### src/hdl/mac_mem_pkg.sv
//==========================================================
// shared widths, word types, download indices, region map,
// disk image sizes and clock-enable phase constants
//==========================================================
`default_nettype none

package mac_mem_pkg;

  // word and byte geometry
  localparam int WORD_W  = 16;
  localparam int BYTE_W  = 8;
  localparam int LANES   = WORD_W / BYTE_W;
  localparam int ADDR_W  = 9;
  localparam int INDEX_W = 8;

  typedef logic [WORD_W-1:0] word_t;
  typedef logic [ADDR_W-1:0] addr_t;
  // lane 1 is the upper byte
  typedef logic [LANES-1:0]  lanes_t;

  //==========================================================
  // download indices and memory map
  //==========================================================
  localparam logic [INDEX_W-1:0] IDX_ROM      = 8'd0;
  localparam logic [INDEX_W-1:0] IDX_DISK_INT = 8'd1;
  localparam logic [INDEX_W-1:0] IDX_DISK_EXT = 8'd2;

  localparam addr_t ROM_BASE      = addr_t'(0);
  localparam addr_t DISK_INT_BASE = addr_t'(128);
  localparam addr_t DISK_EXT_BASE = addr_t'(256);

  // each region wraps at this many words
  localparam int REGION_WORDS = 128;

  // image sizes in words, scaled down from 800k and 400k floppies
  localparam int DISK_DS_WORDS = 64;
  localparam int DISK_SS_WORDS = 32;

  //==========================================================
  // clock-enable phases and reset timing
  //==========================================================
  localparam int DIV_W = 3;

  localparam logic [DIV_W-1:0] CEP_PHASE = 3'd0;
  localparam logic [DIV_W-1:0] CEN_PHASE = 3'd4;
  localparam logic [DIV_W-1:0] CEL_PHASE = 3'd7;

  localparam int SYNC_STAGES = 5;
  localparam int RST_CNT_W   = 4;

endpackage

`default_nettype wire

### src/hdl/image_loader.sv
//==========================================================
// host download loader: byte pairing, region addressing,
// memory write requests and disk image classification
//==========================================================
`default_nettype none

module image_loader (
  input  wire                        RESET,
  input  wire                        clk_sys,
  input  wire                        dl_active_i,
  input  wire [mac_mem_pkg::INDEX_W-1:0] dl_index_i,
  input  wire                        dl_valid_i,
  input  wire [mac_mem_pkg::BYTE_W-1:0]  dl_byte_i,
  input  wire [1:0]                  eject_i,
  input  wire                        ld_ready_i,
  output logic                       dl_ready_o,
  output logic                       ld_valid_o,
  output mac_mem_pkg::addr_t         ld_addr_o,
  output mac_mem_pkg::word_t         ld_data_o,
  output logic [1:0]                 disk_inserted_o,
  output logic [1:0]                 disk_double_o
);

  import mac_mem_pkg::*;

  logic               run_q;
  logic               act_q;
  logic [INDEX_W-1:0] idx_q;
  logic               have_hi;
  logic [BYTE_W-1:0]  hi_byte;
  addr_t              word_cnt;
  addr_t              cnt_cur;
  addr_t              region_base;
  logic               start_dl;
  logic               end_dl;
  logic               hi_full;
  logic               byte_fire;
  logic [1:0]         disk_sel;

  assign start_dl  = dl_active_i & ~act_q;
  assign end_dl    = ~dl_active_i & act_q;
  // a fresh download discards any half word and restarts the count
  assign hi_full   = have_hi & ~start_dl;
  assign cnt_cur   = start_dl ? '0 : word_cnt;
  // stall the host while a finished word waits for its grant
  assign dl_ready_o = run_q & ~ld_valid_o;
  assign byte_fire  = dl_valid_i & dl_ready_o;
  assign disk_sel   = {idx_q == IDX_DISK_EXT, idx_q == IDX_DISK_INT};

  always_comb begin
    case (dl_index_i)
      IDX_ROM:      region_base = ROM_BASE;
      IDX_DISK_INT: region_base = DISK_INT_BASE;
      IDX_DISK_EXT: region_base = DISK_EXT_BASE;
      default:      region_base = ROM_BASE;
    endcase
  end

  always_ff @(posedge clk_sys or posedge RESET) begin
    if (RESET) begin
      run_q      <= 1'b0;
      act_q      <= 1'b0;
      idx_q      <= '0;
      have_hi    <= 1'b0;
      word_cnt   <= '0;
      ld_valid_o <= 1'b0;
    end else begin
      run_q <= 1'b1;
      act_q <= dl_active_i;
      if (dl_active_i) begin
        idx_q <= dl_index_i;
      end
      if (byte_fire && !hi_full) begin
        have_hi  <= 1'b1;
        word_cnt <= cnt_cur;
      end else if (byte_fire) begin
        have_hi    <= 1'b0;
        ld_valid_o <= 1'b1;
        word_cnt   <= cnt_cur + 1'b1;
      end else if (start_dl) begin
        have_hi  <= 1'b0;
        word_cnt <= '0;
      end
      if (ld_valid_o && ld_ready_i) begin
        ld_valid_o <= 1'b0;
      end
    end
  end

  // payload, only meaningful while ld_valid_o is high
  always_ff @(posedge clk_sys) begin
    if (byte_fire && !hi_full) begin
      hi_byte <= dl_byte_i;
    end else if (byte_fire) begin
      ld_data_o <= {hi_byte, dl_byte_i};
      ld_addr_o <= region_base + (cnt_cur & addr_t'(REGION_WORDS - 1));
    end
  end

  //==========================================================
  // disk status, eject wins over a finishing download
  //==========================================================
  always_ff @(posedge clk_sys or posedge RESET) begin
    if (RESET) begin
      disk_inserted_o <= '0;
      disk_double_o   <= '0;
    end else begin
      for (int d = 0; d < 2; d++) begin
        if (eject_i[d]) begin
          disk_inserted_o[d] <= 1'b0;
          disk_double_o[d]   <= 1'b0;
        end else if (end_dl && disk_sel[d]) begin
          disk_inserted_o[d] <= (word_cnt == addr_t'(DISK_DS_WORDS)) ||
                                (word_cnt == addr_t'(DISK_SS_WORDS));
          disk_double_o[d]   <= (word_cnt == addr_t'(DISK_DS_WORDS));
        end
      end
    end
  end

endmodule

`default_nettype wire

### config.mk
export PLATFORM = sky130hd
export DESIGN_NAME = image_loader
export DESIGN_NICKNAME = d
export VERILOG_FILES = /design/src/hdl/mac_mem_pkg.sv /design/src/hdl/image_loader.sv
export SDC_FILE = /design/constraint.sdc
export NUM_CORES = 1
export LEC_CHECK = 0
export ABC_AREA = 1
export BUFFER_PORTS_ARGS = -buffer_cell sky130_fd_sc_hd__buf_2
export CAP_MARGIN = 15
export CORE_ASPECT_RATIO = 0.75
export CORE_UTILIZATION = 47
export CTS_CLUSTER_DIAMETER = 150
export DETAILED_ROUTE_END_ITERATION = 7
export PLACE_DENSITY = 0.8
export SKIP_CTS_REPAIR_TIMING = 1
export SLEW_MARGIN = 20
export SYNTH_ARGS = -nofsm -noshare
export SYNTH_HDL_FRONTEND = slang
export SYNTH_SLANG_ARGS = --single-unit
### constraint.sdc
create_clock -name clk_sys -period 2.1 [get_ports clk_sys]
set_clock_uncertainty 0.1 [all_clocks]
set_input_delay 0.315 -clock clk_sys [delete_from_list [all_inputs] [get_ports clk_sys]]
set_output_delay 0.315 -clock clk_sys [all_outputs]
set_load 0.01 [all_outputs]
### Yosys cells after proc, flatten, opt, wreduce, memory -nomap -nowiden

Cells that the tools add are included.

| word-level totals | value |
|---|---|
| bits in read-only memories | 0 |
| bits in writable memories | 0 |
| latch bits | 0 |
| word-level logic and storage cells | 62 |
| register bits | 58 |
| input port bits | 23 |
| output and inout port bits | 31 |
| memories | 0 |

| cells by class | value |
|---|---|
| div/mod/pow operators | 0 |
| multiply operators | 0 |
| reduce and logical (&&, ||, !) cells | 12 |
| shifts and indexed selects | 0 |
| bitwise gates (word level) | 10 |
| order comparisons | 0 |
| muxes and demuxes | 18 |
| eq/ne operators | 7 |
| $add $sub $neg | 2 |

Operators by type and width:

| kind | number |
|---|---|
| $mux W9 | 3 |
| $pmux W9 S2 | 1 |
| $eq A8 B1 Y1 const B | 2 |
| $eq A8 B2 Y1 const B | 2 |
| $mux W1 | 14 |
| $add A9 B1 Y9 const B | 1 |
| $add A9 B7 Y9 | 1 |
| $eq A9 B6 Y1 const B | 1 |
| $eq A9 B7 Y1 const B | 1 |
| $reduce_bool A2 Y1 | 3 |
| $and A1 B1 Y1 | 5 |
| $not A1 Y1 | 5 |
| $logic_and A1 B1 Y1 | 4 |
| $reduce_and A2 Y1 | 2 |
| $reduce_bool A3 Y1 | 1 |
| $ne A2 B1 Y1 const B | 1 |
| $logic_not A1 Y1 | 1 |
| $logic_or A1 B1 Y1 | 1 |

### Longest topological paths before layout

Gate-level depths: netlist of run 1.

| logic depth | value |
|---|---|
| depth in word-level cells | 8 |
| depth in mapped cells | 9 |
| mapped depth without buffers | 9 |

### Least setup slack after synthesis of run 1

OpenSTA, ideal clock, no wires.

| path | value |
|---|---|
| path type | reg-to-reg |
| start | register ld_valid_o |
| end | register word_cnt[1] |
| clock period less this slack | 1.679 ns |
| required time | 1.882 ns |
| setup slack | 0.421 ns |
| stages on the path, launching flop included | 7 |
| data arrival time | 1.461 ns |
| cell sequence | dfrtp_1 > inv_1 > nand3_2 > nor2_4 > nand2_1 > xor2_1 > inv_1 |

| on the way | value |
|---|---|
| cells in the longest elaborated chain, start to end | 5 |
| elaborated cells between the ends (all ways) | 6 |
| classes of those cells | mux (2); bitwise (3); reduce/logical (1) |

Ends and longest elaborated chain:

| element | RTL line | RTL |
|---|---|---|
| start: declaration | image_loader.sv:17 | `output logic ld_valid_o,` |
| start signal: assignment | image_loader.sv:66 | `ld_valid_o <= 1'b0;` |
| start signal: assignment | image_loader.sv:78 | `ld_valid_o <= 1'b1;` |
| start signal: assignment | image_loader.sv:85 | `ld_valid_o <= 1'b0;` |
| $not A1 Y1 * | image_loader.sv:46 | `assign dl_ready_o = run_q & ~ld_valid_o;` |
| $and A1 B1 Y1 * | image_loader.sv:46 |  |
| $and A1 B1 Y1 * | image_loader.sv:47 | `assign byte_fire = dl_valid_i & dl_ready_o;` |
| $mux W9 or $logic_and A1 B1 Y1 (tied branches) | image_loader.sv:76, image_loader.sv:73 |  |
| $mux W9 * | image_loader.sv:73 | `if (byte_fire && !hi_full) begin` |
| end signal: assignment | image_loader.sv:75 | `word_cnt <= cnt_cur;` |
| end signal: assignment | image_loader.sv:79 | `word_cnt <= cnt_cur + 1'b1;` |
| end: declaration | image_loader.sv:31 | `addr_t word_cnt;` |

Every way passes the cells marked *; elsewhere a longest branch is shown, timed or not.
A chain may end at the register's enable or synchronous reset.

### Worst setup path in the final report of run 1

Same ends and word-level chain as after synthesis.

==> results of run 1 <==
per-layer routing:
layer | vias up | part of all wire, % | track usage [%]
met5 | - | 0 | 0
met4 | 0 | 1.9 | 7.89
met3 | 10 | 6.9 | 10.0
met2 | 46 | 50 | 28.9
met1 | 687 | 41 | 21.8
li1 | 771 | - | -
cells by family (layout without fill, tap and decap cells):
group	count (synthesis)	after routing	share of synthesized area (%)
AND/OR/NAND/NOR	82	82	17.7
flip-flops	58	58	71.4
AO/OA/AOI/OAI	18	18	4.14
XOR/XNOR	3	3	1.16
other	1	1	0.166
buffers and inverters	33	106	5.47
cell type report:
cell class	count	share of cell area, %
Clock buffer	9	4.41
Timing Repair Buffer	58	10.9
Clock inverter	7	1.65
Inverter	32	4.28
Tap cell	57	2.54
Multi-Input combinational cell	104	18.7
Sequential cell	58	57.6
synth_stat cells:
cell type  count  area [µm²]
xor2_1         3        26.3
nand3b_4       1        20.0
dfrtp_1       25         626
nor4_1         2        12.5
a21oi_1        4        20.0
inv_2          1        3.75
clkbuf_1       1        3.75
nor2_1        17        63.8
o21ai_1        1        5.00
nand4_1        3        18.8
conb_1         1        3.75
o21ai_0       12        60.1
inv_1         31         116
nand3_2        2        20.0
nand2_4        2        22.5
a21oi_2        1        8.76
nor3_1         3        15.0
nor2_4         2        22.5
edfxtp_1      33         991
nand2_1       40         150
nand3_1        6        30.0
or2_2          1        6.26
nor2_2         3        18.8
sequential cells by signal, summed over array words and instances, names as in the netlist:
name	count
disk_double_o	2
ld_addr_o	9
ld_valid_o	1
disk_inserted_o	2
act_q	1
word_cnt	9
run_q	1
have_hi	1
hi_byte	8
ld_data_o	16
idx_q	8
stage by stage:
stage	cell area (µm²)	util (%)	worst slack, ns	hold WS, ns
after floorplan	2260	-	0.421	0.242
after global placement	2630	57.8	0.552	0.279
after detailed placement	2630	57.8	0.469	0.287
after CTS	2800	61.5	0.553	-0.0797
after global routing	2810	61.8	0.435	0.0520
final	2810	61.8	0.562	0.0652
worst max-delay path by stage:
stage | slack, ns | startpoint | cells past startpoint | end
3_5_place_dp | 0.47 | dl_active_i | 8 | word_cnt[1]
4_1_cts | 0.55 | ld_valid_o | 7 | word_cnt[1]
5_1_grt | 0.43 | act_q | 8 | word_cnt[1]
2_1_floorplan | 0.42 | ld_valid_o | 6 | word_cnt[1]
6_report | 0.56 | ld_valid_o | 7 | word_cnt[1]
3_3_place_gp | 0.55 | dl_active_i | 8 | word_cnt[5]
power by group through the flow:
stage	sequential (W)	clock, W	combinational (W)
after floorplan	0.00137	0	0.000126
after detailed placement	0.00136	0	0.000243
after global placement	0.00136	0	0.000232
after global routing	0.00134	0.000939	0.000273
final	0.00134	0.000853	0.000243
after CTS	0.00134	0.000879	0.000246
==> metrics, run 1 <==
Syn Inst Count 195; syn_nets 218; vias 1,514; CTS H-tree depth 3; total power 0.00243 W; syn avg cell area 11.6 µm²; sw frac 25.7%; Reg2Reg Depth 7; worst skew pair latency 0.33 ns; max-slew violations 0; fin crit period 1.54 ns; routed len/inst 12.5 µm; placed instance count 308; Clock Path Buffers 2; die area 5100 µm²; Max Freq 650 MHz; Min-Delay Endpoint ld_valid_o; r2r endpoint word_cnt[1]; commonest non-fill, non-tap cell in the layout buf_2; Hold Path Class primary input to flop; # clock sinks 58; Multi-input gate area 524 µm²; vias in the first global route 1,483; maxcap violations 0; Crit path top cell by count inv_1; worst hold stages 2; Num CTS Buffers 9; Critical Path End Type flop; Arrival @ worst endpoint 1.66 ns; share of layout cells above drive strength 1 31.7%; final antenna-violating net count 0; mapped cell area 2260 µm²; Setup Viol. Count Final 0; placer congestion estimate 0.837; GRT Util Overall 18.9%; #FFs+latches synth 58; RSZ-0062 raised after global routing false; critical path's top delay family simple AND/OR/NAND/NOR gates; Seq. cell area 1620 µm²; GR Overflow Total 0; CTS tree yes; CP bufs+invs 3; chip width 82.2 µm; Top Ports 54; LEAKAGE 1.33 nW; Fin. Hold Viols 0; Clk pin slew, worst setup/hold paths 0.06 ns; CP max-delay cell dfrtp_1; crit path launch type flop; status complete, no violations; Post-Layout Cell Count 325; fillers 345; Worst Path Required 2.22 ns; Initial Util 49.8%; Crit Path Class flop to flop; most frequent cells in the layout buf_2, nand2_1, edfxtp_1; Combinational Power Share 10.0%; fin crit share 73.3%; hpwl dp 2990 µm; largest net degree at the start of global routing 26; R2R setup slack 0.56 ns; Power Density 867 nW/µm²; Area Growth Syn to Fin 24.0%; FF-to-FF Start ld_valid_o; # rows 21; Hold Crit Start ld_ready_i; first-pass GRT wire length 6770 µm; Root Buffer clkbuf_8; core area 4550 µm²; initial antenna violation count 0; Detailed Routing Iterations Pass 1 4; Int Pwr 0.00181 W; Vias/cell 4.66; Initial DRC Count 72; Nets 286; clock share of power 35.1%; CP Cell Sequence inv_1 > nand3_2 > nor2_4 > buf_4 > nand2_1 > xor2_1 > inv_1; Flop pwr share 54.9%; final WL 4060 µm; maximum vdd drop 0.474 mV; die height 62.1 µm; TNS Setup 0 ns; max incr delay on CP 0.38 ns; Remaining DRCs 0; Worst Path Max Fanout 15; register area share after synthesis 71.4%; synth unique cells 23; Ys Warns 0; diodes inserted 0; Net Sw Power 0.000626 W; IO Port Bufs 53
Note: power is estimated with default switching activity, not from simulation.
==> run 2: changes to the inputs <==
--- a/config.mk
+++ b/config.mk
@@ -5,14 +5,14 @@
 export SDC_FILE = /design/constraint.sdc
 export NUM_CORES = 1
 export LEC_CHECK = 0
-export ABC_AREA = 1
+export ABC_AREA = 0
 export BUFFER_PORTS_ARGS = -buffer_cell sky130_fd_sc_hd__buf_2
 export CAP_MARGIN = 15
 export CORE_ASPECT_RATIO = 0.75
 export CORE_UTILIZATION = 47
 export CTS_CLUSTER_DIAMETER = 150
 export DETAILED_ROUTE_END_ITERATION = 7
-export PLACE_DENSITY = 0.8
+export PLACE_DENSITY = 0.81
 export SKIP_CTS_REPAIR_TIMING = 1
 export SLEW_MARGIN = 20
 export SYNTH_ARGS = -nofsm -noshare
==> constraint.sdc (replaced) <==
create_clock -name clk_sys -period 1.6 [get_ports clk_sys]
set_clock_uncertainty 0.1 [all_clocks]
set_input_delay 0.24 -clock clk_sys [delete_from_list [all_inputs] [get_ports clk_sys]]
set_output_delay 0.24 -clock clk_sys [all_outputs]
set_load 0.01 [all_outputs]
==> metrics, run 2 <==
status complete, no violations; max reg flops 16; Remaining DRCs 0; GR Layer Usage met1 22.3%; synth unique cells 35; vias 1,459; Crit Path Class flop to flop; syn avg cell area 15.8 µm²; placed instance count 259; Area Growth Syn to Fin 39.5%; Synth top area share 45.4%; maximum vdd drop 0.860 mV; die height 61.0 µm; Setup Viol. Count Final 0; Critical Path End Type flop; CP max-delay cell or4_1; core area 4470 µm²; Ys Warns 0; most frequent cells in the layout buf_2, edfxtp_1, dfrtp_1; Top Ports 54; CP startpoint act_q; maxcap violations 0; max-slew violations 0; routed len/inst 15.1 µm; mapped cell area 2180 µm²; crit path launch type flop; largest net degree at the start of global routing 26; Hold Crit Start dl_index_i[3]; FFs w/ async S/R, synth 43.1%; Synth Flop Type edfxtp_1; CTS H-tree depth 3; Worst Path Required 1.77 ns; Fin. Hold Viols 0; syn_nets 161; Detailed Routing Iterations Pass 1 4; largest reg by FF count ld_data_o; CP bufs+invs 0; top flop regs ld_data_o x16, ld_addr_o x9, word_cnt x9; final antenna-violating net count 0; FF-to-FF Start act_q; Syn Inst Count 138; GR Overflow Total 0; placer congestion estimate 0.760; GRT Util Overall 18.4%; CP Cell Sequence or2b_4 > nand4_1 > or4_1 > a21oi_1; vias in the first global route 1,272; Post-Layout Cell Count 288; first-pass GRT wire length 6000 µm; Clock Path Buffers 2; #FFs+latches synth 58; diodes inserted 0; routing usage on met2 27.2%; Initial Util 48.9%; Post-Place Setup Slack -0.0904 ns; register area share after synthesis 74.0%; chip width 80.7 µm; Arrival @ worst endpoint 1.73 ns; share of layout cells above drive strength 1 45.9%; LEAKAGE 1.32 nW; fin crit period 1.56 ns; commonest non-fill, non-tap cell in the layout buf_2; Max Freq 641 MHz; Clk pin slew, worst setup/hold paths 0.07 ns; final WL 4340 µm; Hold Path Class primary input to flop; synth cell count leaders edfxtp_1, dfrtp_1, mux2_2; TNS Setup 0 ns; most numerous cell in the Yosys netlist edfxtp_1; Root Buffer clkbuf_8; Power Density 1220 nW/µm²; grt met3 use 9.78%; top post-synthesis cells by area edfxtp_1, dfrtp_1, mux2_2, mux2i_1, nor2_1; hpwl dp 2820 µm; critical path's top delay family simple AND/OR/NAND/NOR gates; worst skew pair latency 0.34 ns; RSZ-0062 raised after global routing true; die area 4920 µm²; fin crit share 97.5%; cell taking the most area after synthesis edfxtp_1; CTS tree yes; number of flops mapped to enable cells by yosys 33; Num CTS Buffers 9; max incr delay on CP 0.52 ns; Vias/cell 5.07; gr busiest metal met2; Worst Path Max Fanout 8; # rows 21; Initial DRC Count 97; IO Port Bufs 53; # clock sinks 58; Nets 249; fillers 322; final worst-path setup slack 0.0405 ns; fin util 68.2%; initial antenna violation count 0
## run 2: cell count changes in the layout (fill, tap and decap cells not counted), moves of 4 or more
cell,previous run,this run
o21ai_0,12,1
mux2i_1,0,5
nand2_1,40,7
inv_1,31,5
and2_1,0,4
buf_4,4,12
mux2_2,0,9
dlygate4sd3_1,1,12
nand3_1,6,0
nor2_1,17,8
## run 2: cell families after synthesis
kind of cell    after synthesis  share of synthesized area (%)
mux                          14                           6.93
other cells                   1                          0.172
buf+inv                       7                           1.55
compound gates               12                           3.50
simple gates                 42                           12.2
flops                        58                           74.0
xor+xnor                      4                           1.60
## run 2: layer usage
layer | vias up | wire, µm | part of all wire, %
met1 | 710 | 1850 | 43
met2 | 48 | 2170 | 50
met3 | 8 | 235 | 5.4
met4 | 0 | 87 | 2.0
met5 | - | 0 | 0
li1 | 693 | - | -
## run 2: cell type report
cell class | instances | area (µm²) | area share, %
flip-flops and latches | 58 | 1620 | 53.1
repair buffers | 79 | 515 | 16.9
clock buffers | 9 | 124 | 4.07
clock inverters | 7 | 108 | 3.53
inverters | 5 | 18.8 | 0.616
well taps | 57 | 71.3 | 2.34
multi-input cells | 73 | 592 | 19.4
## run 2: report_power, final
part | leakage, nW | internal [W] | switching [W] | total, W
combinational | 0.572 | 0.000194 | 0.000192 | 0.000386
clock | 0.118 | 0.00102 | 0.000557 | 0.00157
sequential | 0.628 | 0.00171 | 0.0000610 | 0.00177
total | 1.32 | 0.00292 | 0.000810 | 0.00373
## run 2: worst paths after layout
check,slack [ns],endpoint,cells after the start
setup / recovery,0.04,word_cnt[8],4
hold / removal,0.05,idx_q[3],2
setup reg to reg,0.04,word_cnt[8],4
hold reg to reg,0.32,ld_data_o[9],0
max in group asynchronous,0.76,word_cnt[5],4
min in group asynchronous,0.39,idx_q[4],4
## run 2: through the flow
stage / area, µm² / power (W) / hold slack (ns)
after CTS: 2870 / 0.00371 / -0.170
after floorplan: 2190 / 0.00195 / 0.167
after detailed placement: 2640 / 0.00213 / 0.202
final: 3050 / 0.00373 / 0.0454
after global routing: 3050 / 0.00387 / 0.0348
after global placement: 2640 / 0.00212 / 0.200
==> run 3: changes to the inputs <==
==> constraint.sdc (replaced) <==
create_clock -name clk_sys -period 1.6 [get_ports clk_sys]
set_clock_uncertainty 0.1 [all_clocks]
set_input_delay 0.24 -clock clk_sys [delete_from_list [all_inputs] [get_ports clk_sys]]
set_output_delay 0.24 -clock clk_sys [all_outputs]
set_load 0.05 [all_outputs]
==> metrics, run 3 (synthesis gave the netlist of run 2 again) <==
# rows 21; Area Growth Syn to Fin 37.1%; die area 4920 µm²; Seq. cell area 1620 µm²; Arrival @ worst endpoint 1.77 ns; placed cell areas 2680 µm²; Critical Path End Type flop; crit path launch type flop; GRT Util Overall 19.7%; max reg flops 16; Reg2Reg Depth 4; CTS H-tree depth 3; Root Buffer clkbuf_8; critical path's top delay family simple AND/OR/NAND/NOR gates; CP Cell Sequence or4_4 > nor4_2 > mux2i_1 > nor2_1; diodes inserted 0; Hold Crit Start dl_index_i[3]; Fin. Hold Viols 0; Worst Path Required 1.77 ns; maxcap violations 0; Nets 253; worst hold stages 2; final antenna-violating net count 0; top flop regs ld_data_o x16, ld_addr_o x9, word_cnt x9; Initial Util 48.9%; Initial DRC Count 68; R2R setup slack 0.006 ns; FF-to-FF Start word_cnt[1]; chip width 80.7 µm; core area 4470 µm²; total power 0.00336 W; Hold Path Class primary input to flop; vias 1,427; worst skew pair latency 0.34 ns; placer congestion estimate 0.776; CP max-delay cell or4_4; vias in the first global route 1,374; fillers 333; Power Density 1120 nW/µm²; Setup Viol. Count Final 0; share of layout cells above drive strength 1 46.4%; Num CTS Buffers 9; max incr delay on CP 0.57 ns; Worst Path Max Fanout 2; fin crit period 1.59 ns; r2r endpoint disk_double_o[1]; Max Freq 627 MHz; Clock Path Buffers 2; first-pass GRT wire length 6580 µm; Min-Delay Endpoint idx_q[3]; maximum vdd drop 0.661 mV; final WL 4440 µm; Top Ports 54; routed len/inst 15.2 µm; max-slew violations 0; # clock sinks 58; Detailed Routing Iterations Pass 1 4; fin crit share 99.7%; Design Area, Final 2990 µm²; Vias/cell 4.89; die height 61.0 µm; Remaining DRCs 0; initial antenna violation count 0; LEAKAGE 1.30 nW; CP bufs+invs 0; hpwl dp 3030 µm; Clk pin slew, worst setup/hold paths 0.06 ns; Multi-input gate area 594 µm²; status complete, no violations; Crit Path Class flop to flop; CTS tree yes; GR Overflow Total 0; fin util 67.0%; IO Port Bufs 53; largest net degree at the start of global routing 26; most frequent cells in the layout buf_2, edfxtp_1, dfrtp_1; largest reg by FF count ld_data_o; commonest non-fill, non-tap cell in the layout buf_2; RSZ-0062 raised after global routing true
==> run 3: how the worst max path moves through the flow <==
stage                        to  slack (ns)         from  cells past startpoint
5_1_grt        disk_double_o[1]       -0.04        act_q                      6
3_3_place_gp        word_cnt[7]       0.006  dl_active_i                      6
3_5_place_dp   disk_double_o[1]       -0.08  word_cnt[1]                      4
6_report       disk_double_o[1]       0.006  word_cnt[1]                      4
2_1_floorplan      ld_addr_o[0]       -0.04   ld_valid_o                      2
4_1_cts        disk_double_o[1]       -0.09  word_cnt[1]                      4
==> run 3: worst register-to-register path, cell delays in order, from the launching register on <==
cell     delay (ns)
dfrtp_1        0.40
or4_4          0.57
nor4_2         0.22
mux2i_1        0.14
nor2_1         0.10
==> run 3: layer usage <==
layer	GRT usage (%)	wire, µm	up-vias
met1	24.5	1960	695
met5	0	0	-
met4	10.7	97	0
li1	-	-	696
met3	8.00	166	12
met2	29.9	2210	24
==> run 3: power by group <==
part / leakage, nW / internal, W / switching [W]
registers: 0.626 / 0.00171 / 0.0000642
logic: 0.599 / 0.000198 / 0.000322
clock network: 0.0796 / 0.000540 / 0.000529
==> run 3: area by class of cell <==
cell class / instances / area share (%)
Tap cell: 57 / 2.38
Timing Repair Buffer: 83 / 18.0
Multi-Input combinational cell: 73 / 19.8
Inverter: 5 / 0.627
Clock buffer: 11 / 4.39
Clock inverter: 5 / 0.710
Sequential cell: 58 / 54.0
==> run 3: stage by stage <==
stage | setup TNS, ns | instances | setup slack, ns | hold WS [ns]
floorplan | -1.29 | 138 | -0.0424 | 0.167
global placement | 0 | 263 | 0.00618 | 0.203
detailed placement | -0.151 | 263 | -0.0773 | 0.205
CTS | -0.225 | 279 | -0.0926 | -0.158
global route | -0.126 | 292 | -0.0414 | 0.0553
finish | 0 | 292 | 0.00560 | 0.0512
